## src/wfd_pkg.sv

```systemverilog
package wfd_pkg;

  typedef logic [31:0] word_t;       // one word on either stream or in the buffer
  typedef logic [25:0] raw_pair_t;   // {sample b, sample a}, 13 bits each

  localparam int HDR_WORDS = 4;      // header words per event

  // opcode sits in bits 31:24 of a command header word
  typedef enum logic [7:0] {
    OP_REG_WRITE  = 8'h01,
    OP_REG_READ   = 8'h02,
    OP_EVENT_READ = 8'h03
  } opcode_e;

  typedef enum logic [7:0] {
    ST_OK       = 8'h00,
    ST_EMPTY    = 8'h01,           // no event waiting
    ST_BAD_OP   = 8'h02,
    ST_BAD_ADDR = 8'h03
  } status_e;

  typedef enum logic [7:0] {
    REG_BUFFER_SIZE    = 8'h00,
    REG_CHANNEL_NUM    = 8'h01,
    REG_POST_TRIG_SIZE = 8'h02,
    REG_INIT_TRIG_NUM  = 8'h03,
    REG_CUR_TRIG_NUM   = 8'h04     // read only
  } reg_addr_e;

  typedef enum logic [1:0] {IDLE, FILL, POST, HEADER} acq_state_e;

  typedef struct packed {
    opcode_e   opcode;
    reg_addr_e addr;
    word_t     value;              // second word, register write only
  } cmd_t;

  // register block towards the acquisition controller
  typedef struct packed {
    word_t buffer_size;            // words read out per event
    word_t channel_num;
    word_t post_trig_size;         // words written after the trigger
    word_t initial_trig_num;
    logic  trig_num_we;            // one-cycle load of the trigger number
  } acq_cfg_t;

  typedef struct packed {
    word_t data;
    logic  last;                   // final item of a reply
  } rsp_item_t;

endpackage

```

## src/cmd_execute.sv

```systemverilog
`timescale 1ns/10ps
module cmd_execute #(
  parameter int BUF_ADDR_W = 12
) (
  input  logic                  clk125,
  input  logic                  arst_n,
  input  wfd_pkg::cmd_t         cmd,
  input  logic                  cmd_valid,
  output logic                  cmd_take,
  output wfd_pkg::acq_cfg_t     cfg,
  input  wfd_pkg::word_t        cur_trig_num,
  output logic                  hdr_pop,
  input  wfd_pkg::word_t        hdr_word,
  input  logic                  hdr_empty,
  output logic [BUF_ADDR_W-1:0] buf_rd_addr,
  input  wfd_pkg::word_t        buf_rd_word,
  output wfd_pkg::rsp_item_t    item,
  output logic                  item_valid,
  input  logic                  item_ready
);
  import wfd_pkg::*;

  typedef enum logic [2:0] {X_IDLE, X_STATUS, X_VALUE, X_HDR, X_DATA} exec_state_e;

  localparam int IDX_W = $clog2(HDR_WORDS);

  exec_state_e           state;
  opcode_e               op_q;
  status_e               status_q;
  status_e               status_d;
  word_t                 value_q;       // register read result
  word_t                 reg_rd;
  word_t                 data_cnt;      // data words sent
  logic [IDX_W-1:0]      hdr_idx;
  logic [BUF_ADDR_W-1:0] rd_ptr;
  logic [BUF_ADDR_W-1:0] rd_ptr_next;
  logic                  item_fire;
  logic                  hdr_last;
  logic                  data_last;
  logic                  status_last;

  assign cmd_take    = (state == X_IDLE) && cmd_valid;
  assign item_valid  = (state != X_IDLE);
  assign item_fire   = item_valid && item_ready;
  assign hdr_pop     = (state == X_HDR) && item_fire;
  assign hdr_last    = (hdr_idx == IDX_W'(HDR_WORDS-1));
  assign data_last   = (data_cnt == cfg.buffer_size - 1'b1);
  assign status_last = (status_q != ST_OK) || (op_q == OP_REG_WRITE);

  ////////////////////
  // decode
  always_comb begin
    reg_rd   = '0;
    status_d = ST_OK;
    case (cmd.addr)
      REG_BUFFER_SIZE:    reg_rd = cfg.buffer_size;
      REG_CHANNEL_NUM:    reg_rd = cfg.channel_num;
      REG_POST_TRIG_SIZE: reg_rd = cfg.post_trig_size;
      REG_INIT_TRIG_NUM:  reg_rd = cfg.initial_trig_num;
      REG_CUR_TRIG_NUM:   reg_rd = cur_trig_num;
      default:            status_d = ST_BAD_ADDR;
    endcase
    if (cmd.opcode == OP_EVENT_READ) begin
      status_d = hdr_empty ? ST_EMPTY : ST_OK;
    end else if (cmd.opcode != OP_REG_WRITE && cmd.opcode != OP_REG_READ) begin
      status_d = ST_BAD_OP;
    end else if (cmd.opcode == OP_REG_WRITE && cmd.addr == REG_CUR_TRIG_NUM) begin
      status_d = ST_BAD_ADDR;     // trigger number is read only
    end
  end

  // read address runs one step ahead, so buf_rd_word always holds mem[rd_ptr]
  always_comb begin
    rd_ptr_next = rd_ptr;
    if (hdr_pop && hdr_last) begin
      // oldest word = last address - buffer_size + 1, wrapped
      rd_ptr_next = hdr_word[BUF_ADDR_W-1:0] - cfg.buffer_size[BUF_ADDR_W-1:0] + 1'b1;
    end else if (state == X_DATA && item_fire) begin
      rd_ptr_next = rd_ptr + 1'b1;
    end
  end
  assign buf_rd_addr = rd_ptr_next;

  always_comb begin
    case (state)
      X_STATUS: item = '{data: {op_q, 16'h0000, status_q}, last: status_last};
      X_VALUE:  item = '{data: value_q, last: 1'b1};
      X_HDR:    item = '{data: hdr_word, last: hdr_last && (cfg.buffer_size == '0)};
      default:  item = '{data: buf_rd_word, last: data_last};
    endcase
  end

  always_ff @(posedge clk125) begin
    if (cmd_take) begin
      op_q     <= cmd.opcode;
      status_q <= status_d;
      value_q  <= reg_rd;
    end
  end

  ////////////////////
  // register file and sequencing
  always_ff @(posedge clk125 or negedge arst_n) begin
    if (!arst_n) begin
      state    <= X_IDLE;
      cfg      <= '0;
      hdr_idx  <= '0;
      data_cnt <= '0;
      rd_ptr   <= '0;
    end else begin
      cfg.trig_num_we <= 1'b0;
      rd_ptr          <= rd_ptr_next;
      case (state)
        X_IDLE: begin
          if (cmd_take) begin
            state <= X_STATUS;
            if (cmd.opcode == OP_REG_WRITE && status_d == ST_OK) begin
              case (cmd.addr)
                REG_BUFFER_SIZE:    cfg.buffer_size    <= cmd.value;
                REG_CHANNEL_NUM:    cfg.channel_num    <= cmd.value;
                REG_POST_TRIG_SIZE: cfg.post_trig_size <= cmd.value;
                default: begin    // REG_INIT_TRIG_NUM, the only one left
                  cfg.initial_trig_num <= cmd.value;
                  cfg.trig_num_we      <= 1'b1;
                end
              endcase
            end
          end
        end
        X_STATUS: begin
          if (item_fire) begin
            if (status_last) begin
              state <= X_IDLE;
            end else if (op_q == OP_REG_READ) begin
              state <= X_VALUE;
            end else begin
              state <= X_HDR;
            end
          end
        end
        X_VALUE: begin
          if (item_fire) begin
            state <= X_IDLE;
          end
        end
        X_HDR: begin
          if (item_fire) begin
            hdr_idx  <= hdr_idx + 1'b1;
            data_cnt <= '0;
            if (hdr_last) begin
              hdr_idx <= '0;
              state   <= (cfg.buffer_size == '0) ? X_IDLE : X_DATA;
            end
          end
        end
        default: begin            // X_DATA
          if (item_fire) begin
            data_cnt <= data_cnt + 1'b1;
            if (data_last) begin
              state <= X_IDLE;
            end
          end
        end
      endcase
    end
  end

endmodule

```

## config.mk

```make
export PLATFORM = sky130hd
export DESIGN_NAME = cmd_execute
export DESIGN_NICKNAME = d
export VERILOG_FILES = /design/src/wfd_pkg.sv /design/src/cmd_execute.sv
export SDC_FILE = /design/constraint.sdc
export NUM_CORES = 1
export LEC_CHECK = 0
export BUFFER_PORTS_ARGS = -buffer_cell sky130_fd_sc_hd__buf_2
export CAP_MARGIN = 20
export CORE_MARGIN = 1.5
export CORE_UTILIZATION = 39
export DETAILED_ROUTE_END_ITERATION = 8
export SLEW_MARGIN = 20
export SYNTH_ARGS = -nofsm -noshare
export SYNTH_HDL_FRONTEND = slang
export SYNTH_SLANG_ARGS = --single-unit
```

## constraint.sdc

```tcl
create_clock -name clk125 -period 3.7 [get_ports clk125]
set_clock_uncertainty 0.05 [all_clocks]
set_input_delay 0.555 -clock clk125 [delete_from_list [all_inputs] [get_ports clk125]]
set_output_delay 0.555 -clock clk125 [all_outputs]
set_load 0.02 [all_outputs]
```

==> results.yml, run 1 <==
pwr:
  p_leak_nw: 7.91
  peakVddDrop_mv: 0.288
  total_power_mw: 7.05
  p_per_area_nw_per_um2: 435
placed_design:
  dp_hpwl_mm: 32.5
  gp_congestion: 0.888
  io_buffer_count: 325
yosys:
  syn_inst: 1165
  syn_nets: 1340
  synth_warnings: 0
  synth-main-ff-cell: "dfrtp_1"
  async_reset_ff_frac: 0.809
  netlist_area_um2: 12500
  yosysSeqAreaShare: 0.457
  postSynthAreaPerCell_um2: 10.7
  synth_edf_count: 42
  yosysUniqueCellTypes: 76
  yosys_register_bits: 220
  ys_top_cells_by_area: "dfrtp_1 36%, mux2_2 14%, edfxtp_1 10%, a22oi_1 3.4%, xnor2_1 3.4%"
  synth_top_area_share: 0.356
  synth_top_area_cell: "dfrtp_1"
cts:
  clkTransAtPathRegs_ns: 0.06
  cts_sinks: 220
  cts_tree: "yes"
  cts_hold_buf: 0
  clockBufferDepth: 3
  cts_buffers: 25
  clk-insertion-delay-late_ns: 0.54
  htreeDepth: 1
  cts.root.buffer_cell: "clkbuf_16"
sta:
  timing.final.crit_period_ns: 3.99
  setup_viol: 5
  tightestPinTransition_ns: 0.776
  drv_slew: 0
  maxSlewHeadroom: 0.483
  fmax_mhz: 251
  whs_ns: -0.00750
  fin_crit_sh: 1.08
  grt_setup_unrepaired: "true"
  fin_ws_ns: -0.291
  finalHoldViolCount: 3
layout:
  layout_commonest_cell: "buf_2"
  final_cell_mix: "316 x buf_2, 176 x dfrtp_1, 153 x mux2_2"
  nets: 1710
  drive_gt1_frac: 0.435
  syn2layout_area_growth_pct: 29.6
setup_path:
  rr_worst_depth: 12
  rr_startpoint: "cfg[98]"
  worstSetupStartpointType: "flop"
  worstSetupEndpointType: "output port"
  cp.arrival_ns: 3.39
  path_max_fanout: 2
  r2r_setup_slack_ns: 0.60
  timing.rr.end: "state[1]"
  crit_type: "flop to output port"
  worstPathRequired_ns: 3.09
global_route:
  grtUsageTotal: 0.261
  grt_max_degree: 81
  grt_pass1_wl_mm: 66.0
  globalRouteOverflowTotal: 0
  grt_pass1_vias: 11000
  antenna_found_initial: 6
min_path:
  hp-class: "primary input to async pin"
floorplanning:
  die_w_um: 182
  die_y_um: 182
  core_um2: 31600
  pin_count: 326
  initial_core_util: 0.396
  core.rowCount: 65
  dieArea_um2: 33100
detailed_routing:
  drt_first_pass_iters: 5
  drt_iter0_drc: 697
  wire_per_inst_um: 22.4
  vias: 10900
  viasPerCell: 5.57
  drc: 0
  ant_nets: 0
  drt_wl_total_mm: 44.0
outcome:
  violations: "negative hold slack, negative setup slack"
  status: "complete, but fails checks"
job:
  drv_cap: 0
-- sequential cells by signal, indices dropped and copies added, names as in the netlist --
name      cells
data_cnt     32
rd_ptr       12
state         3
hdr_idx       2
status_q      2
value_q      32
cfg         129
op_q          8
-- timing repair --
| item | CTS | global route |
|---|---|---|
| endpoints found under the setup margin | 6 | 8 |
| pin swaps | 19 | 20 |
| gates resized for setup | 41 | 26 |
| setup buffers | 19 | 7 |
-- how the worst max path moves through the flow --
stage                startpoint              end  depth (start not counted)
finish                  cfg[98]  buf_rd_addr[11]                         15
global route            cfg[98]  buf_rd_addr[11]                         15
CTS                     cfg[98]  buf_rd_addr[11]                         15
detailed placement  hdr_word[1]  buf_rd_addr[11]                         17
global placement    hdr_word[1]  buf_rd_addr[11]                         17
floorplan           hdr_word[1]  buf_rd_addr[11]                         15
-- metrics by stage --
stage	area (µm²)	cells	setup TNS [ns]	worst slack [ns]	utilization
3_5_place_dp	14900	1889	-0.121	-0.0872	0.471
2_1_floorplan	12500	1165	0	0.155	-
5_1_grt	16200	1960	-1.54	-0.376	0.513
4_1_cts	16100	1953	-0.379	-0.143	0.509
3_3_place_gp	14800	1888	-0.0215	-0.0215	0.470
6_report	16200	1961	-0.878	-0.291	0.513
-- layout make-up --
| type | instances | area (µm²) |
|---|---|---|
| Sequential cell | 220 | 5720 |
| Multi-Input combinational cell | 850 | 6580 |
| Tap cell | 402 | 503 |
| Fill cell | 2962 | 15400 |
| Timing Repair Buffer | 409 | 2350 |
| Clock inverter | 9 | 128 |
| Antenna cell | 5 | 12.5 |
| Inverter | 29 | 111 |
| Clock buffer | 37 | 798 |
-- logic make-up after synthesis --
kind of cell,share of synthesized area
adder cells (fa/ha/maj),0.0266
AND/OR/NAND/NOR,0.138
XOR/XNOR,0.0602
AO/OA/AOI/OAI,0.132
flip-flops,0.457
multiplexers,0.152
buffers and inverters,0.0344
-- worst max-delay path, cell delays in order (launching register included) --
cell	delay [ns]
dfrtp_1	0.42
ha_1	0.29
inv_1	0.07
ha_2	0.19
inv_2	0.04
fa_2	0.42
nor2b_2	0.21
o21ai_2	0.10
a21boi_2	0.17
o21ai_1	0.08
nand2b_1	0.09
a21o_1	0.16
nand3_1	0.10
and3_4	0.17
nor3_4	0.19
buf_6	0.15
-- Yosys cell counts, drive strengths merged (12+ instances only) --
master	number
a21oi	59
a221o	31
a22oi	57
and3	16
buf	17
clkbuf	49
dfrtp	178
edfxtp	42
ha	25
inv	29
mux2	157
nand2	64
nand3	15
nand4	15
nor2	94
nor2b	32
nor3	21
o21ai	71
or3	12
xnor2	48
xor2	38
-- power breakdown --
part	internal, mW	leakage [nW]	switching, mW
Clock	1.70	0.462	1.05
Sequential	2.66	2.80	0.163
Combinational	0.545	4.64	0.932
-- per-layer routing --
metal / up-vias / share of wire / global-route usage
li1: 5016 / - / -
met1: 5448 / 0.43 / 0.342
met2: 381 / 0.47 / 0.430
met3: 67 / 0.071 / 0.0557
met4: 2 / 0.027 / 0.0840
met5: - / 0.0026 / 0.0252
Power figures use the tool's default switching activity.
==> run 2, diff against run 1 <==
PLACE_DENSITY = 0.73   (was unset)
==> results.yml, run 2 (synthesis results as in run 1) <==
outcome:
  status: "complete, but fails checks"
  violations: "negative setup slack"
layout:
  layout_commonest_cell: "buf_2"
  largest-register: "cfg"
  fin_area_um2: 16100
  largest_reg_flops: 129
  seqCellArea_um2: 5720
  fill_cells: 2865
  top_regs: "cfg x129, data_cnt x32, value_q x32"
  stdcell_count: 1960
  nets: 1708
  syn2layout_area_growth_pct: 28.7
  final_util: 0.510
  final_cell_mix: "317 x buf_2, 173 x dfrtp_1, 153 x mux2_2"
  multi_input_area_um2: 6630
  drive_gt1_frac: 0.435
pwr:
  p_per_area_nw_per_um2: 416
  total_power_mw: 6.69
  p_leak_nw: 7.82
  peakVddDrop_mv: 0.356
setup_path:
  rr_startpoint: "state[0]"
  worstSetupStartpointType: "flop"
  crit_path_start: "cfg[98]"
  path_cells: "ha_4 -> inv_4 -> ha_4 -> inv_2 -> fa_2 -> nor2b_1 -> o21ai_1 -> a21boi_2 -> o21ai_1 -> nand2b_1 -> a21o_1 -> buf_4 -> a21oi_2 -> xnor2_1 -> o21ai_2 -> buf_6"
  path_max_fanout: 4
  cpPeakStageDelay_ns: 0.46
  crit_type: "flop to output port"
  worstSetupEndpointType: "output port"
  worstPathRequired_ns: 3.09
  cp.arrival_ns: 3.12
  crit_path_top_delay_cell: "dfrtp_2"
detailed_routing:
  viasPerCell: 5.63
  wire_per_inst_um: 22.2
  drt_iter0_drc: 896
  ant_nets: 0
  drt_wl_total_mm: 43.6
  vias: 11000
  drt_first_pass_iters: 5
  drc: 0
placed_design:
  dp_hpwl_mm: 32.7
  io_buffer_count: 325
  placed_cell_area_um2: 14900
  gp_congestion: 0.940
  post-place-cells: 1889
min_path:
  hp-class: "primary input to async pin"
sta:
  timing.final.crit_period_ns: 3.72
  fin_ws_ns: -0.0219
  fmax_mhz: 269
  tightestPinTransition_ns: 0.859
  fin_crit_sh: 1.01
  maxSlewHeadroom: 0.427
  grt_setup_unrepaired: "true"
  setup_viol: 2
  finalHoldViolCount: 0
  setup_tns_ns: -0.0338
  drv_slew: 0
floorplanning:
  pin_count: 326
  initial_core_util: 0.396
  dieArea_um2: 33100
  die_y_um: 182
  core.rowCount: 65
  core_um2: 31600
  die_w_um: 182
global_route:
  grt_pass1_wl_mm: 65.5
  antenna_found_initial: 6
  grt_max_degree: 85
  grt_pass1_vias: 11200
  globalRouteOverflowTotal: 0
  grtUsageTotal: 0.256
cts:
  cts.root.buffer_cell: "clkbuf_16"
  clk-insertion-delay-late_ns: 0.53
  cts_sinks: 220
  cts_buffers: 25
  cts_hold_buf: 0
  clockBufferDepth: 3
  clkTransAtPathRegs_ns: 0.06
  cts_tree: "yes"
  htreeDepth: 1
job:
  drv_cap: 0
## run 2: cell types whose count changed in the layout (fill, tap and decap cells not counted), sizes merged
cell	change
clkinvlp	+1
buf	-2
clkbuf	+6
clkinv	-4
bufinv	-3
diode	+1
## run 2: worst paths after layout
| path | endpoint | slack [ns] | cells past startpoint |
|---|---|---|---|
| worst min register to register | cfg[71] | 0.45 | 1 |
| worst max register to register | data_cnt[31] | 0.57 | 8 |
| min in group clk125 | op_q[6] | 0.17 | 1 |
| worst max-delay path | buf_rd_addr[9] | -0.02 | 16 |
| max in group asynchronous | cfg[126] | 2.59 | 2 |
| worst min-delay path | cfg[24] | 0.03 | 1 |
## run 2: routing by layer
metal	track usage	up-vias	routed length (µm)
met5	0	-	0
met3	0.0473	98	3120
met2	0.428	493	20900
li1	-	5011	-
met1	0.328	5426	18000
met4	0.103	0	1650
## run 2: through the flow
stage / setup slack [ns] / hold WS, ns
6_report: -0.0219 / 0.0265
3_5_place_dp: -0.0991 / 0.448
4_1_cts: -0.0384 / 0.0668
3_3_place_gp: -0.0783 / 0.444
2_1_floorplan: 0.155 / 0.209
5_1_grt: -0.152 / 0.0927
## run 2: critical path, delay by kind of cell (launching register included)
family	cells	cell delay (ns)
xor gates and xnor gates	1	0.14
AOI/OAI and AO/OA	6	0.72
DFF	1	0.46
buffers and inverters	4	0.35
adders and majority gates	3	0.71
and+or+nand+nor	2	0.22
## run 2: final cells by class
class                           count  area share
Sequential cell                   220       0.356
Timing Repair Buffer              407       0.143
Clock buffer                       43      0.0481
Inverter                           29     0.00692
Tap cell                          402      0.0313
Clock inverter                      3     0.00132
Multi-Input combinational cell    850       0.412
Antenna cell                        6    0.000933
## run 2: report_power, final
group | switching, mW | internal (mW) | total (mW)
clock | 0.977 | 1.41 | 2.39
sequential | 0.180 | 2.66 | 2.84
combinational | 0.923 | 0.541 | 1.46
total | 2.08 | 4.61 | 6.69
## run 2: repair_timing
item	in CTS	in global routing
resized for setup	38	38
cloned	0	0
endpoints found under the setup margin	6	10
buffers inserted	8	12
pin swaps	11	26
==> run 3, diff against run 2 <==
--- a/constraint.sdc
+++ b/constraint.sdc
@@ -4,2 +4,2 @@
 set_output_delay 0.555 -clock clk125 [all_outputs]
-set_load 0.02 [all_outputs]
+set_load 0.005 [all_outputs]
==> results.yml, run 3 (synthesis results as in run 1) <==
global_route:
  grtUsageTotal: 0.253
  globalRouteOverflowTotal: 0
  grt_max_degree: 73
  grt_pass1_wl_mm: 64.6
  grt_pass1_vias: 11000
  antenna_found_initial: 8
layout:
  syn2layout_area_growth_pct: 28.4
  largest-register: "cfg"
  final_util: 0.509
  multi_input_area_um2: 6620
  nets: 1699
  stdcell_count: 1953
  largest_reg_flops: 129
  seqCellArea_um2: 5720
  layout_commonest_cell: "buf_2"
  drive_gt1_frac: 0.431
  top_regs: "cfg x129, data_cnt x32, value_q x32"
  fill_cells: 2881
  final_cell_mix: "324 x buf_2, 172 x dfrtp_1, 153 x mux2_2"
detailed_routing:
  drc: 0
  ant_nets: 0
  drt_wl_total_mm: 43.2
  drt_first_pass_iters: 5
  wire_per_inst_um: 22.1
  viasPerCell: 5.63
  drt_iter0_drc: 702
  vias: 11000
setup_path:
  worstSetupStartpointType: "flop"
  crit_type: "flop to output port"
  rr_startpoint: "state[2]"
  cp.arrival_ns: 3.03
  worstSetupEndpointType: "output port"
  timing.rr.end: "cfg[38]"
  rr_worst_depth: 7
  path_max_fanout: 4
  worstPathRequired_ns: 3.09
  r2r_setup_slack_ns: 0.59
floorplanning:
  dieArea_um2: 33100
  die_w_um: 182
  initial_core_util: 0.396
  pin_count: 326
  core_um2: 31600
  core.rowCount: 65
  die_y_um: 182
cts:
  cts_buffers: 26
  clk-insertion-delay-late_ns: 0.54
  cts_tree: "yes"
  cts.root.buffer_cell: "clkbuf_16"
  clkTransAtPathRegs_ns: 0.06
  htreeDepth: 1
  cts_hold_buf: 0
  cts_sinks: 220
  clockBufferDepth: 3
sta:
  finalHoldViolCount: 1
  fin_crit_sh: 0.984
  timing.final.crit_period_ns: 3.64
  maxSlewHeadroom: 0.510
  whs_ns: -0.00226
  fmax_mhz: 275
  grt_setup_unrepaired: "true"
  setup_tns_ns: 0
  setup_viol: 0
  tightestPinTransition_ns: 0.733
  drv_slew: 0
outcome:
  violations: "negative hold slack"
  status: "complete, but fails checks"
job:
  drv_cap: 0
placed_design:
  io_buffer_count: 325
  gp_congestion: 0.906
  dp_hpwl_mm: 32.4
  post-place-cells: 1877
min_path:
  hp-class: "primary input to async pin"
pwr:
  peakVddDrop_mv: 0.355
  p_per_area_nw_per_um2: 412
  p_leak_nw: 7.79
## run 3: cell types whose count changed in the layout (fill, tap and decap cells not counted), sizes merged
cell and change:
inv +1, clkinv +5, clkbuf -4, diode +1
clkinvlp -1, buf -10, bufinv +1
## run 3: timing repair
item | CTS | global route
gates resized for setup | 22 | 34
pin swaps | 8 | 21
setup endpoints to repair | 6 | 7
buffers inserted | 6 | 15
## run 3: metal layers
metal | vias up | GRT usage | routed length, µm
li1 | 4992 | - | -
met1 | 5507 | 0.320 | 17900
met2 | 419 | 0.426 | 20700
met3 | 85 | 0.0533 | 2940
met4 | 2 | 0.0949 | 1600
met5 | - | 0 | 16
## run 3: critical path: stages (launching register included)
cell	delay, ns
dfrtp_2	0.46
ha_4	0.23
inv_2	0.06
ha_4	0.13
inv_2	0.04
fa_2	0.36
nor2b_2	0.14
o21ai_2	0.07
a21boi_2	0.15
o21ai_1	0.08
nand2b_1	0.09
a21o_1	0.15
nand3_2	0.09
and3_4	0.16
nor3_4	0.17
buf_2	0.14
## run 3: through the flow
step | hold WS [ns] | area (µm²) | power, mW | setup WS [ns]
floorplan | 0.209 | 12500 | 3.46 | 0.453
CTS | 0.0136 | 15700 | 6.64 | -0.0932
global placement | 0.443 | 14800 | 4.02 | 0.00329
global route | 0.0361 | 16000 | 6.87 | -0.0940
finish | -0.00226 | 16100 | 6.62 | 0.0605
detailed placement | 0.457 | 14800 | 4.05 | -0.0470
## run 3: worst max-delay path by stage
stage	end	depth (start not counted)	slack [ns]	from
floorplan	buf_rd_addr[11]	15	0.45	hdr_word[1]
global placement	buf_rd_addr[11]	17	0.003	hdr_word[1]
finish	buf_rd_addr[11]	15	0.06	cfg[98]
detailed placement	buf_rd_addr[11]	17	-0.05	hdr_word[1]
global route	buf_rd_addr[11]	15	-0.09	cfg[98]
CTS	buf_rd_addr[11]	15	-0.09	cfg[98]
## run 3: power breakdown
| group | total, mW | switching [mW] | internal (mW) |
|---|---|---|---|
| sequential | 2.81 | 0.153 | 2.66 |
| combinational | 1.22 | 0.704 | 0.521 |
| clock | 2.58 | 1.04 | 1.54 |
| total | 6.62 | 1.90 | 4.72 |
## run 3: layout make-up
| class | count | share of cell area |
|---|---|---|
| clock buffers | 39 | 0.0493 |
| flip-flops and latches | 220 | 0.357 |
| clock inverters | 9 | 0.00483 |
| multi-input cells | 850 | 0.413 |
| diodes | 7 | 0.00109 |
| well taps | 402 | 0.0313 |
| repair buffers | 397 | 0.138 |
| inverters | 29 | 0.00678 |
