## src/wfd_pkg.sv

```systemverilog
package wfd_pkg;

  typedef logic [31:0] word_t;       // one word on either stream or in the buffer
  typedef logic [25:0] raw_pair_t;   // {sample b, sample a}, 13 bits each

  localparam int HDR_WORDS = 4;      // header words per event

  // opcode sits in bits 31:24 of a command header word
  typedef enum logic [7:0] {
    OP_REG_WRITE  = 8'h01,
    OP_REG_READ   = 8'h02,
    OP_EVENT_READ = 8'h03
  } opcode_e;

  typedef enum logic [7:0] {
    ST_OK       = 8'h00,
    ST_EMPTY    = 8'h01,           // no event waiting
    ST_BAD_OP   = 8'h02,
    ST_BAD_ADDR = 8'h03
  } status_e;

  typedef enum logic [7:0] {
    REG_BUFFER_SIZE    = 8'h00,
    REG_CHANNEL_NUM    = 8'h01,
    REG_POST_TRIG_SIZE = 8'h02,
    REG_INIT_TRIG_NUM  = 8'h03,
    REG_CUR_TRIG_NUM   = 8'h04     // read only
  } reg_addr_e;

  typedef enum logic [1:0] {IDLE, FILL, POST, HEADER} acq_state_e;

  typedef struct packed {
    opcode_e   opcode;
    reg_addr_e addr;
    word_t     value;              // second word, register write only
  } cmd_t;

  // register block towards the acquisition controller
  typedef struct packed {
    word_t buffer_size;            // words read out per event
    word_t channel_num;
    word_t post_trig_size;         // words written after the trigger
    word_t initial_trig_num;
    logic  trig_num_we;            // one-cycle load of the trigger number
  } acq_cfg_t;

  typedef struct packed {
    word_t data;
    logic  last;                   // final item of a reply
  } rsp_item_t;

endpackage

```

## src/adc_acq_ctrl.sv

```systemverilog
`timescale 1ns/10ps
module adc_acq_ctrl #(
  parameter int BUF_ADDR_W = 12,
  parameter int HDR_DEPTH  = 16
) (
  input  logic                           clk125,
  input  logic                           arst_n,
  input  wfd_pkg::raw_pair_t             adc_raw,
  input  logic                           adc_strobe,
  input  logic                           acq_arm,
  input  logic                           acq_trig,
  output logic                           acq_done,
  input  wfd_pkg::acq_cfg_t              cfg,
  output wfd_pkg::word_t                 cur_trig_num,
  output logic                           buf_wr_en,
  output logic [BUF_ADDR_W-1:0]          buf_wr_addr,
  output wfd_pkg::word_t                 buf_wr_word,
  output logic                           hdr_push,
  output wfd_pkg::word_t                 hdr_word,
  input  logic [$clog2(HDR_DEPTH+1)-1:0] hdr_free
);
  import wfd_pkg::*;

  localparam int IDX_W = $clog2(HDR_WORDS);

  acq_state_e            state;
  logic [BUF_ADDR_W-1:0] wr_ptr;      // next address to write
  logic [BUF_ADDR_W-1:0] last_addr;
  word_t                 post_left;   // post-trigger words still to come
  logic [IDX_W-1:0]      hdr_idx;
  logic                  hdr_end;
  logic                  trig_ok;

  ////////////////////
  // sample packing

  // over-range flag rides in bit 0 of each code, sign bit is bit 12
  assign buf_wr_word = {{3{adc_raw[25]}}, adc_raw[25:13],   // sample b
                        {3{adc_raw[12]}}, adc_raw[12:0]};   // sample a

  assign buf_wr_en   = adc_strobe && (state == FILL || state == POST);
  assign buf_wr_addr = wr_ptr;
  assign last_addr   = wr_ptr - 1'b1;  // pointer has moved past the last word

  // refuse a trigger whose header would not fit
  assign trig_ok = acq_trig && (state == FILL) && (hdr_free >= HDR_WORDS);

  ////////////////////
  // event header
  assign hdr_push = (state == HEADER);
  assign hdr_end  = (hdr_idx == IDX_W'(HDR_WORDS-1));

  always_comb begin
    case (hdr_idx)
      0:       hdr_word = cur_trig_num;
      1:       hdr_word = cfg.channel_num;
      2:       hdr_word = cfg.buffer_size;
      default: hdr_word = word_t'(last_addr);  // readout counts back from here
    endcase
  end

  ////////////////////
  // state machine
  always_ff @(posedge clk125 or negedge arst_n) begin
    if (!arst_n) begin
      state        <= IDLE;
      wr_ptr       <= '0;
      post_left    <= '0;
      hdr_idx      <= '0;
      acq_done     <= 1'b0;
      cur_trig_num <= '0;
    end else begin
      if (buf_wr_en) begin
        wr_ptr <= wr_ptr + 1'b1;  // wraps at the buffer depth
      end
      case (state)
        IDLE: begin
          if (acq_done) begin
            if (!acq_arm) begin
              acq_done <= 1'b0;   // master has seen done
            end
          end else if (acq_arm) begin
            state <= FILL;
          end
        end
        FILL: begin
          if (!acq_arm) begin
            state <= IDLE;
          end else if (trig_ok) begin
            post_left <= cfg.post_trig_size;
            state     <= (cfg.post_trig_size == '0) ? HEADER : POST;
          end
        end
        POST: begin
          if (adc_strobe) begin
            post_left <= post_left - 1'b1;
            if (post_left == word_t'(1)) begin
              state <= HEADER;
            end
          end
        end
        default: begin            // HEADER, one word per cycle
          hdr_idx <= hdr_idx + 1'b1;
          if (hdr_end) begin
            hdr_idx  <= '0;
            acq_done <= 1'b1;
            state    <= IDLE;
          end
        end
      endcase
      // trigger number, a load wins over the count
      if (cfg.trig_num_we) begin
        cur_trig_num <= cfg.initial_trig_num;
      end else if (state == HEADER && hdr_end) begin
        cur_trig_num <= cur_trig_num + 1'b1;
      end
    end
  end

endmodule

```

## config.mk

```make
export PLATFORM = sky130hd
export DESIGN_NAME = adc_acq_ctrl
export DESIGN_NICKNAME = d
export VERILOG_FILES = /design/src/wfd_pkg.sv /design/src/adc_acq_ctrl.sv
export SDC_FILE = /design/constraint.sdc
export NUM_CORES = 1
export LEC_CHECK = 0
export ABC_AREA = 1
export ABC_CLOCK_PERIOD_IN_PS = 2470
export BUFFER_PORTS_ARGS = -buffer_cell sky130_fd_sc_hd__buf_2
export CORE_UTILIZATION = 51
export CTS_CLUSTER_DIAMETER = 150
export CTS_CLUSTER_SIZE = 8
export DETAILED_ROUTE_END_ITERATION = 8
export PLACE_DENSITY = 0.79
export SYNTH_ARGS = -nofsm -noshare
export SYNTH_HDL_FRONTEND = slang
export SYNTH_SLANG_ARGS = --single-unit
export TNS_END_PERCENT = 20
```

## constraint.sdc

```tcl
create_clock -name clk125 -period 2.47 [get_ports clk125]
set_input_delay 0.247 -clock clk125 [delete_from_list [all_inputs] [get_ports clk125]]
set_output_delay 0.247 -clock clk125 [all_outputs]
set_load 0.05 [all_outputs]
```

==> flow_metrics.env, run 1 <==
export IMPL_cpLargestDelayFamily="buffers and inverters"
export IMPL_drt_iter0_drc=633
export IMPL_path_class="reg2out"
export IMPL_grt_pass1_vias=7545
export IMPL_powerDensity_nw_per_um2=1120
export IMPL_skew_ns=0.00501
export IMPL_post_route_min_period_ns=2.36
export IMPL_clockBufferDepth=2
export IMPL_setup_slack_ns=0.110
export IMPL_synth_seq_cells=81
export IMPL_numCtsBuffers=9
export IMPL_initial_core_util_pct=52.9
export IMPL_yosysMostFrequentCell="nand2_1"
export IMPL_grt_pass1_wl_mm=36.7
export IMPL_syn_area_sq_um=7120
export IMPL_drive_gt1_share_pct=21.0
export IMPL_reg2reg_slack_ns=0.36
export IMPL_port_buffers=215
export IMPL_holdPathStages=3
export IMPL_p_leak_uw=0.00441
export IMPL_n_antenna_cell=0
export IMPL_yosys_warnings=0
export IMPL_vias_per_cell=5.36
export IMPL_vdd_ir_drop_max_uv=768
export IMPL_critPathCapture="hdr_word[8]"
export IMPL_min_path_type="in2reg"
export IMPL_final_hold_viol_count=0
export IMPL_slowest_delay_ns=0.44
export IMPL_fp_dieH_microns=120
export IMPL_gp_congestion=0.979
export IMPL_setup_viol=0
export IMPL_ys_seq_area_share_pct=28.5
export IMPL_timing_fmax_mhz=424
export IMPL_worst_skew_pair_late_latency_ns=0.35
export IMPL_max_cap_violations=0
export IMPL_r2r_start="hdr_idx[0]"
export IMPL_tns_ns=0
export IMPL_synth_top_area_cell="dfrtp_1"
export IMPL_pre_cts_slack_ns=0.436
export IMPL_drtAntennaViolNets=0
export IMPL_critPathCaptureType="output port"
export IMPL_fin_nets=1515
export IMPL_wl_mm=23.3
export IMPL_clock_sinks=81
export IMPL_core_area_sq_um=13500
export IMPL_crit_path_cell_trace="inv_2 -> ha_1 -> inv_1 -> nor2_1 -> nand4_1 -> a31oi_1 -> buf_2"
export IMPL_crit_path_start="buf_wr_addr[0]"
export IMPL_routedWlPerCell_microns=15.4
export IMPL_arrival_ns=2.11
export IMPL_tightest_slew_ns=0.667
export IMPL_vias=8138
export IMPL_status="finished, final reports clean"
export IMPL_yosys_top_cells_area="dfrtp_1 28%, nand2_1 20%, nor2_1 8.2%, inv_1 7.2%, nand3_1 5.6%"
export IMPL_netlist_instances=1162
export IMPL_grt_setup_unrepaired="false"
export IMPL_setup_worst_path_start_class="register"
export IMPL_track_usage_pct=32.5
export IMPL_cp_num_cells=7
export IMPL_hpwl_mm=18.0
export IMPL_grt_max_degree=49
export IMPL_syn_num_nets=1341
export IMPL_placementRows=42
export IMPL_drt_pass1_iterations=5
export IMPL_yosysUniqueCellTypes=44
export IMPL_r2r_end="cur_trig_num[26]"
export IMPL_synth_edf_count=0
export IMPL_finalCritPeriodShare_pct=95.6
export IMPL_overflow=0
export IMPL_finalPower_uw=9490
export IMPL_cts_tree="done"
export IMPL_maxSlewViolCount=0
export IMPL_synthTopCellsByCount="382 x nand2_1, 156 x nor2_1, 137 x inv_1, 81 x dfrtp_1, 79 x nand3_1"
export IMPL_clk_pin_slew_ns=0.07
export IMPL_cp_slowest_cell="dfrtp_1"
export IMPL_syn_avg_cell_area_sq_um=6.13
export IMPL_drc=0
export IMPL_antenna_found_initial=0
export IMPL_pin_count=276
export IMPL_synth_top_flop_cell="dfrtp_1"
export IMPL_cts_max_level=3
export IMPL_slew_headroom_pct=55.5
export IMPL_die_area_sq_um=14400
export IMPL_root_buffer="clkbuf_16"
export IMPL_die_w_microns=120
export IMPL_path_max_fanout=5
export IMPL_worstPathRequired_ns=2.22
export IMPL_area_growth_pct=19.1
export IMPL_fill_cells=1324
export IMPL_ff2ff_path_depth=10
export IMPL_yosysTopAreaCellShare_pct=28.5
export IMPL_hp_start="cfg[23]"
export IMPL_synth_async_reset_ratio_pct=100
export IMPL_cp_num_buf_inv=3
placed cells by master, fill, tap and decap left out, types with 6 or more instances in the layout:
cell and n:
clkbuf_16 9, o21ai_1 31, nor2_2 7, a31oi_1 6
nor2_1 155, buf_4 15, nand3_1 79, a21oi_1 27
inv_1 136, o21ai_0 42, ha_1 12, nand2_1 382
xor2_1 23, o211ai_1 23, nand4_1 14, dfrtp_1 81
buf_2 214, inv_2 8, nor3_1 12
cell type report:
type	count	area [sq um]	area share (%)
inverters	147	556	6.55
flip-flops and latches	81	2030	23.9
multi-input cells	865	4120	48.6
clock inverters	6	91.3	1.08
well taps	176	220	2.60
clock buffers	10	229	2.70
repair buffers	232	1230	14.5
worst min path at each step:
stage	to	slack, ns
2_1_floorplan	acq_done	-0.05
5_1_grt	cur_trig_num[22]	0.14
4_1_cts	cur_trig_num[25]	0.12
6_report	cur_trig_num[22]	0.12
3_3_place_gp	buf_wr_addr[10]	0.31
3_5_place_dp	buf_wr_addr[10]	0.32
power breakdown:
group,internal (uW),switching (uW),leakage (uW)
sequential,1730,530,0.000977
combinational,1560,4170,0.00328
clock,890,604,0.000145
total,4190,5300,0.00441
state kept, by name, indices dropped and copies added, names as in the netlist:
signal,cells
hdr_idx,2
buf_wr_addr,12
acq_done,1
cur_trig_num,32
post_left,32
state,2
layer usage:
metal,up-vias,part of all wire [%],global-route usage [%]
met1,3688,40,39.3
met4,0,4.7,18.6
met3,77,6.9,4.62
met5,-,0,0
met2,372,48,55.1
li1,4001,-,-
timing repair:
action	4_1_cts	5_1_grt
buffers inserted	0	0
endpoints found under the hold margin	46	0
endpoints found under the setup margin	0	17
resized for setup	0	4
hold buffers	1	0
stage by stage:
step,hold slack (ns),instance area [sq um],util [%],instances
CTS,0.118,8470,63.0,1517
finish,0.123,8480,63.0,1517
global placement,0.313,8140,60.5,1500
floorplan,-0.0486,7120,-,1162
detailed placement,0.319,8140,60.5,1500
global route,0.140,8480,63.0,1517
kinds of logic (layout without fill, tap and decap cells):
| family | Yosys count | count (layout) | share of synthesized area (%) |
|---|---|---|---|
| AO/OA/AOI/OAI | 155 | 155 | 13.0 |
| XOR/XNOR | 28 | 28 | 3.44 |
| AND/OR/NAND/NOR | 668 | 668 | 38.9 |
| adder cells (fa/ha/maj) | 14 | 14 | 2.46 |
| flip-flops | 81 | 81 | 28.5 |
| buffers and inverters | 216 | 395 | 13.8 |
worst register-to-register path: stages, from the launching register on:
cell     delay (ns)
dfrtp_1        0.38
ha_1           0.22
buf_4          0.25
nand2_1        0.14
inv_2          0.15
nor2_2         0.05
inv_1          0.24
buf_4          0.27
o21ai_0        0.15
inv_1          0.09
nand2_1        0.05
Power figures use the tool's default switching activity.
==> run 2: changes to the inputs <==
--- a/config.mk
+++ b/config.mk
@@ -7,11 +7,11 @@
 export LEC_CHECK = 0
 export ABC_AREA = 1
-export ABC_CLOCK_PERIOD_IN_PS = 2470
+export ABC_CLOCK_PERIOD_IN_PS = 2100
 export BUFFER_PORTS_ARGS = -buffer_cell sky130_fd_sc_hd__buf_2
-export CORE_UTILIZATION = 51
+export CORE_UTILIZATION = 46
 export CTS_CLUSTER_DIAMETER = 150
-export CTS_CLUSTER_SIZE = 8
+export CTS_CLUSTER_SIZE = 30
 export DETAILED_ROUTE_END_ITERATION = 8
-export PLACE_DENSITY = 0.79
+export PLACE_DENSITY = 0.75
 export SYNTH_ARGS = -nofsm -noshare
 export SYNTH_HDL_FRONTEND = slang
==> constraint.sdc (replaced) <==
create_clock -name clk125 -period 2.1 [get_ports clk125]
set_input_delay 0.21 -clock clk125 [delete_from_list [all_inputs] [get_ports clk125]]
set_output_delay 0.21 -clock clk125 [all_outputs]
set_load 0.01 [all_outputs]
==> flow_metrics.env, run 2 (synthesis results as in run 1) <==
export IMPL_powerDensity_nw_per_um2=1140
export IMPL_track_usage_pct=30.1
export IMPL_maxSlewViolCount=0
export IMPL_slew_headroom_pct=50.9
export IMPL_path_max_fanout=10
export IMPL_layout_commonest_cell="nand2_1"
export IMPL_final_cell_mix="382 x nand2_1, 214 x buf_2, 153 x nor2_1"
export IMPL_cts_tree="done"
export IMPL_clock_sinks=81
export IMPL_wl_mm=23.6
export IMPL_holdPathStages=3
export IMPL_path_class="reg2out"
export IMPL_reg2reg_slack_ns=0.17
export IMPL_hold_end="cur_trig_num[25]"
export IMPL_grt_max_degree=82
export IMPL_pre_cts_slack_ns=0.0830
export IMPL_ff2ff_path_depth=8
export IMPL_clockBufferDepth=2
export IMPL_grt_pass1_vias=7447
export IMPL_routedWlPerCell_microns=15.3
export IMPL_drive_gt1_share_pct=23.0
export IMPL_core_area_sq_um=15100
export IMPL_setup_worst_path_start_class="register"
export IMPL_post_route_min_period_ns=2.11
export IMPL_arrival_ns=1.90
export IMPL_r2r_start="state[0]"
export IMPL_setup_viol=1
export IMPL_finalCritPeriodShare_pct=100
export IMPL_overflow=0
export IMPL_setup_slack_ns=-0.00503
export IMPL_violations="setup timing"
export IMPL_placementRows=45
export IMPL_vias=8178
export IMPL_fp_dieH_microns=126
export IMPL_swShare_pct=45.6
export IMPL_vdd_ir_drop_max_uv=596
export IMPL_hp_start="cfg[26]"
export IMPL_fin_nets=1529
export IMPL_intPower_uw=5410
export IMPL_final_hold_viol_count=0
export IMPL_worst_skew_pair_late_latency_ns=0.35
export IMPL_min_path_type="in2reg"
export IMPL_r2r_end="buf_wr_addr[9]"
export IMPL_initial_core_util_pct=47.0
export IMPL_pin_count=276
export IMPL_clk_pin_slew_ns=0.06
export IMPL_skew_ns=0.00615
export IMPL_drtAntennaViolNets=0
export IMPL_grt_setup_unrepaired="true"
export IMPL_status="complete, but fails checks"
export IMPL_pwr_share_seq_pct=26.5
export IMPL_die_w_microns=126
export IMPL_numCtsBuffers=9
export IMPL_hpwl_mm=18.2
export IMPL_antenna_found_initial=0
export IMPL_root_buffer="clkbuf_16"
export IMPL_cts_max_level=3
export IMPL_fin_util_pct=57.7
export IMPL_area_growth_pct=22.7
export IMPL_gp_congestion=0.963
export IMPL_p_clk_share_pct=20.2
export IMPL_grt_pass1_wl_mm=37.7
export IMPL_die_area_sq_um=16000
export IMPL_drt_iter0_drc=616
export IMPL_drc=0
export IMPL_switchingPower_uw=4540
export IMPL_vias_per_cell=5.30
export IMPL_finalPower_uw=9960
export IMPL_drt_pass1_iterations=5
export IMPL_tightest_slew_ns=0.736
export IMPL_port_buffers=215
export IMPL_timing_fmax_mhz=475
export IMPL_worstPathRequired_ns=1.89
export IMPL_combinationalPowerShare_pct=53.3
export IMPL_timing_hold_ws_ns=0.0781
export IMPL_max_cap_violations=0
export IMPL_critPathCaptureType="output port"
export IMPL_p_leak_uw=0.00454
export IMPL_n_antenna_cell=0
[run 2: through the flow]
| stage | setup TNS (ns) | cells | instance area (sq um) |
|---|---|---|---|
| floorplan | 0 | 1162 | 7120 |
| global placement | 0 | 1520 | 8230 |
| detailed placement | 0 | 1520 | 8230 |
| CTS | -0.0348 | 1538 | 8660 |
| global route | -0.883 | 1543 | 8740 |
| finish | -0.00503 | 1543 | 8740 |
[run 2: worst max-delay path, cell delays in order (launching register included)]
cell     delay [ns]
dfrtp_1        0.40
inv_1          0.11
ha_2           0.35
a22o_1         0.20
a21oi_1        0.05
o21ai_0        0.25
buf_2          0.18
[run 2: power groups by stage]
stage                     clock, uW  sequential [uW]  combinational, uW
after CTS                      2030             2620               5180
final                          2010             2640               5310
after detailed placement          0             2630               5080
after global routing           2100             2700               5970
after floorplan                   0             2550               3450
after global placement            0             2630               5010
[run 2: layout make-up]
type                       count  area [sq um]
inverter                     147           561
tap                          188           235
multi-input combinational    865          4170
sequential                    81          2030
clock buffer                  11           253
clock inverter                 5           125
timing repair buffer         246          1370
fill                        1560          6400
[run 2: routing by layer]
metal | track usage, % | wire length, microns
met1 | 38.2 | 10100
met2 | 50.9 | 11100
met3 | 5.23 | 1630
met4 | 12.1 | 734
met5 | 0 | 0
[run 2: timing repair]
item	4_1_cts	5_1_grt
gates cloned	0	0
pin swaps	2	3
endpoints found under the setup margin	27	46
hold buffers	1	0
resized for setup	14	20
setup buffers	1	5
hold endpoints to repair	81	0
[run 2: worst max-delay path by stage]
stage | end | depth (start not counted) | slack [ns] | startpoint
after floorplan | buf_wr_addr[9] | 8 | 0.36 | state[0]
after global placement | post_left[3] | 10 | 0.13 | state[0]
after detailed placement | post_left[3] | 10 | 0.08 | state[0]
after CTS | hdr_word[8] | 7 | -0.02 | buf_wr_addr[0]
after global routing | hdr_word[10] | 6 | -0.09 | hdr_idx[1]
final | hdr_word[10] | 6 | -0.005 | hdr_idx[1]
==> run 3: changes to the inputs <==
SKIP_CTS_REPAIR_TIMING = 1   (was not set)
==> flow_metrics.env, run 3 (synthesis results as in run 1) <==
export IMPL_vdd_ir_drop_max_uv=596
export IMPL_layoutNonFillerInstCount=1549
export IMPL_grt_pass1_wl_mm=37.6
export IMPL_swShare_pct=45.4
export IMPL_worst_skew_pair_late_latency_ns=0.35
export IMPL_fill_cells=1536
export IMPL_area_growth_pct=24.5
export IMPL_finalCritPeriodShare_pct=99.2
export IMPL_clockBufferDepth=2
export IMPL_core_area_sq_um=15100
export IMPL_path_class="reg2out"
export IMPL_holdPathStages=3
export IMPL_n_antenna_cell=0
export IMPL_powerDensity_nw_per_um2=1150
export IMPL_grt_max_degree=82
export IMPL_layout_commonest_cell="nand2_1"
export IMPL_max_cap_violations=0
export IMPL_path_max_fanout=17
export IMPL_hold_end="cur_trig_num[25]"
export IMPL_status="finished, final reports clean"
export IMPL_timing_fmax_mhz=480
export IMPL_skew_ns=0.00682
export IMPL_combinationalPowerShare_pct=54.4
export IMPL_grt_pass1_vias=7430
export IMPL_min_path_type="in2reg"
export IMPL_wl_met2_mm=11.2
export IMPL_cp_slowest_cell="dfrtp_1"
export IMPL_die_w_microns=126
export IMPL_wl_mm=23.9
export IMPL_grt_setup_unrepaired="true"
export IMPL_intPower_uw=5570
export IMPL_reg2reg_slack_ns=0.17
export IMPL_placementRows=45
export IMPL_slowest_delay_ns=0.44
export IMPL_track_usage_pct=30.0
export IMPL_wl_met3_mm=1.89
export IMPL_fp_dieH_microns=126
export IMPL_seq_area_sq_um=2030
export IMPL_drc=0
export IMPL_cp_num_buf_inv=2
export IMPL_critPathCaptureType="output port"
export IMPL_final_cell_mix="382 x nand2_1, 215 x buf_2, 152 x nor2_1"
export IMPL_port_buffers=215
export IMPL_hp_start="cfg[26]"
export IMPL_routedLengthMet1_mm=10.1
export IMPL_tightest_slew_ns=0.761
export IMPL_slew_headroom_pct=49.2
export IMPL_r2r_start="hdr_idx[0]"
export IMPL_ff2ff_path_depth=9
export IMPL_pwr_share_seq_pct=25.9
export IMPL_routedWlPerCell_microns=15.4
export IMPL_p_clk_share_pct=19.7
export IMPL_setup_viol=0
export IMPL_drt_pass1_iterations=5
export IMPL_vias=8194
export IMPL_timing_hold_ws_ns=0.0780
export IMPL_worstPathRequired_ns=1.89
export IMPL_finalPower_uw=10200
export IMPL_setup_worst_path_start_class="register"
export IMPL_overflow=0
export IMPL_root_buffer="clkbuf_16"
export IMPL_r2r_end="cur_trig_num[14]"
export IMPL_clk_pin_slew_ns=0.06
export IMPL_hpwl_mm=18.2
export IMPL_drive_gt1_share_pct=23.6
export IMPL_post_route_min_period_ns=2.08
export IMPL_antenna_found_initial=0
export IMPL_dp_cells=1520
export IMPL_pin_count=276
export IMPL_vias_per_cell=5.29
export IMPL_multi_input_area_sq_um=4210
export IMPL_switchingPower_uw=4630
export IMPL_die_area_sq_um=16000
export IMPL_tns_ns=0
export IMPL_crit_path_cell_trace="ha_1 -> buf_4 -> a21oi_1 -> a32oi_1 -> buf_2"
export IMPL_fin_nets=1535
export IMPL_p_leak_uw=0.00459
export IMPL_clock_sinks=81
export IMPL_initial_core_util_pct=47.0
export IMPL_cts_max_level=3
export IMPL_drtAntennaViolNets=0
export IMPL_numCtsBuffers=9
export IMPL_cts_tree="done"
export IMPL_top_layer="met4"
export IMPL_cpLargestDelayFamily="flip-flops"
export IMPL_arrival_ns=1.87
export IMPL_maxSlewViolCount=0
export IMPL_drt_iter0_drc=594
export IMPL_gp_congestion=0.963
export IMPL_final_hold_viol_count=0
run 3: cell count changes in the layout (fill, tap and decap cells not counted), sizes merged:
cell / delta
inv: +1
clkinv: -1
buf: +5
clkbuf: +1
run 3: stage by stage:
stage	utilization (%)	worst slack (ns)	cell area, sq um
after CTS	56.8	-0.116	8600
final	58.5	0.0168	8860
after global placement	54.3	0.134	8230
after global routing	58.5	-0.0635	8860
after floorplan	-	0.360	7120
after detailed placement	54.3	0.0830	8230
run 3: worst min-delay path, cell delays in order:
cell,delay [ns]
buf_2,0.08
nand2_1,0.04
nand3_1,0.07
run 3: power groups by stage:
stage	sequential [uW]	combinational, uW	clock (uW)
finish	2640	5550	2010
global placement	2630	5010	0
detailed placement	2630	5080	0
CTS	2610	5100	2030
global route	2710	6210	2100
floorplan	2550	3450	0
run 3: final cells by class:
class	count	area share, %
Clock buffer	11	2.85
Sequential cell	81	22.9
Inverter	147	6.32
Timing Repair Buffer	252	16.3
Tap cell	188	2.65
Multi-Input combinational cell	865	47.5
Clock inverter	5	1.41
run 3: worst max-delay path by stage:
stage                        start             end  slack (ns)  cells after the start
floorplan                 state[0]  buf_wr_addr[9]        0.36                      8
global placement          state[0]    post_left[3]        0.13                     10
detailed placement        state[0]    post_left[3]        0.08                     10
CTS                     hdr_idx[1]    hdr_word[10]       -0.12                      6
global route        buf_wr_addr[1]    hdr_word[10]       -0.06                      8
finish                  hdr_idx[0]     hdr_word[1]        0.02                      5
run 3: metal layers:
layer | GRT usage (%) | vias up
met4 | 11.8 | 0
met1 | 38.1 | 3737
met5 | 0 | -
met2 | 50.9 | 363
li1 | - | 4047
met3 | 5.19 | 47
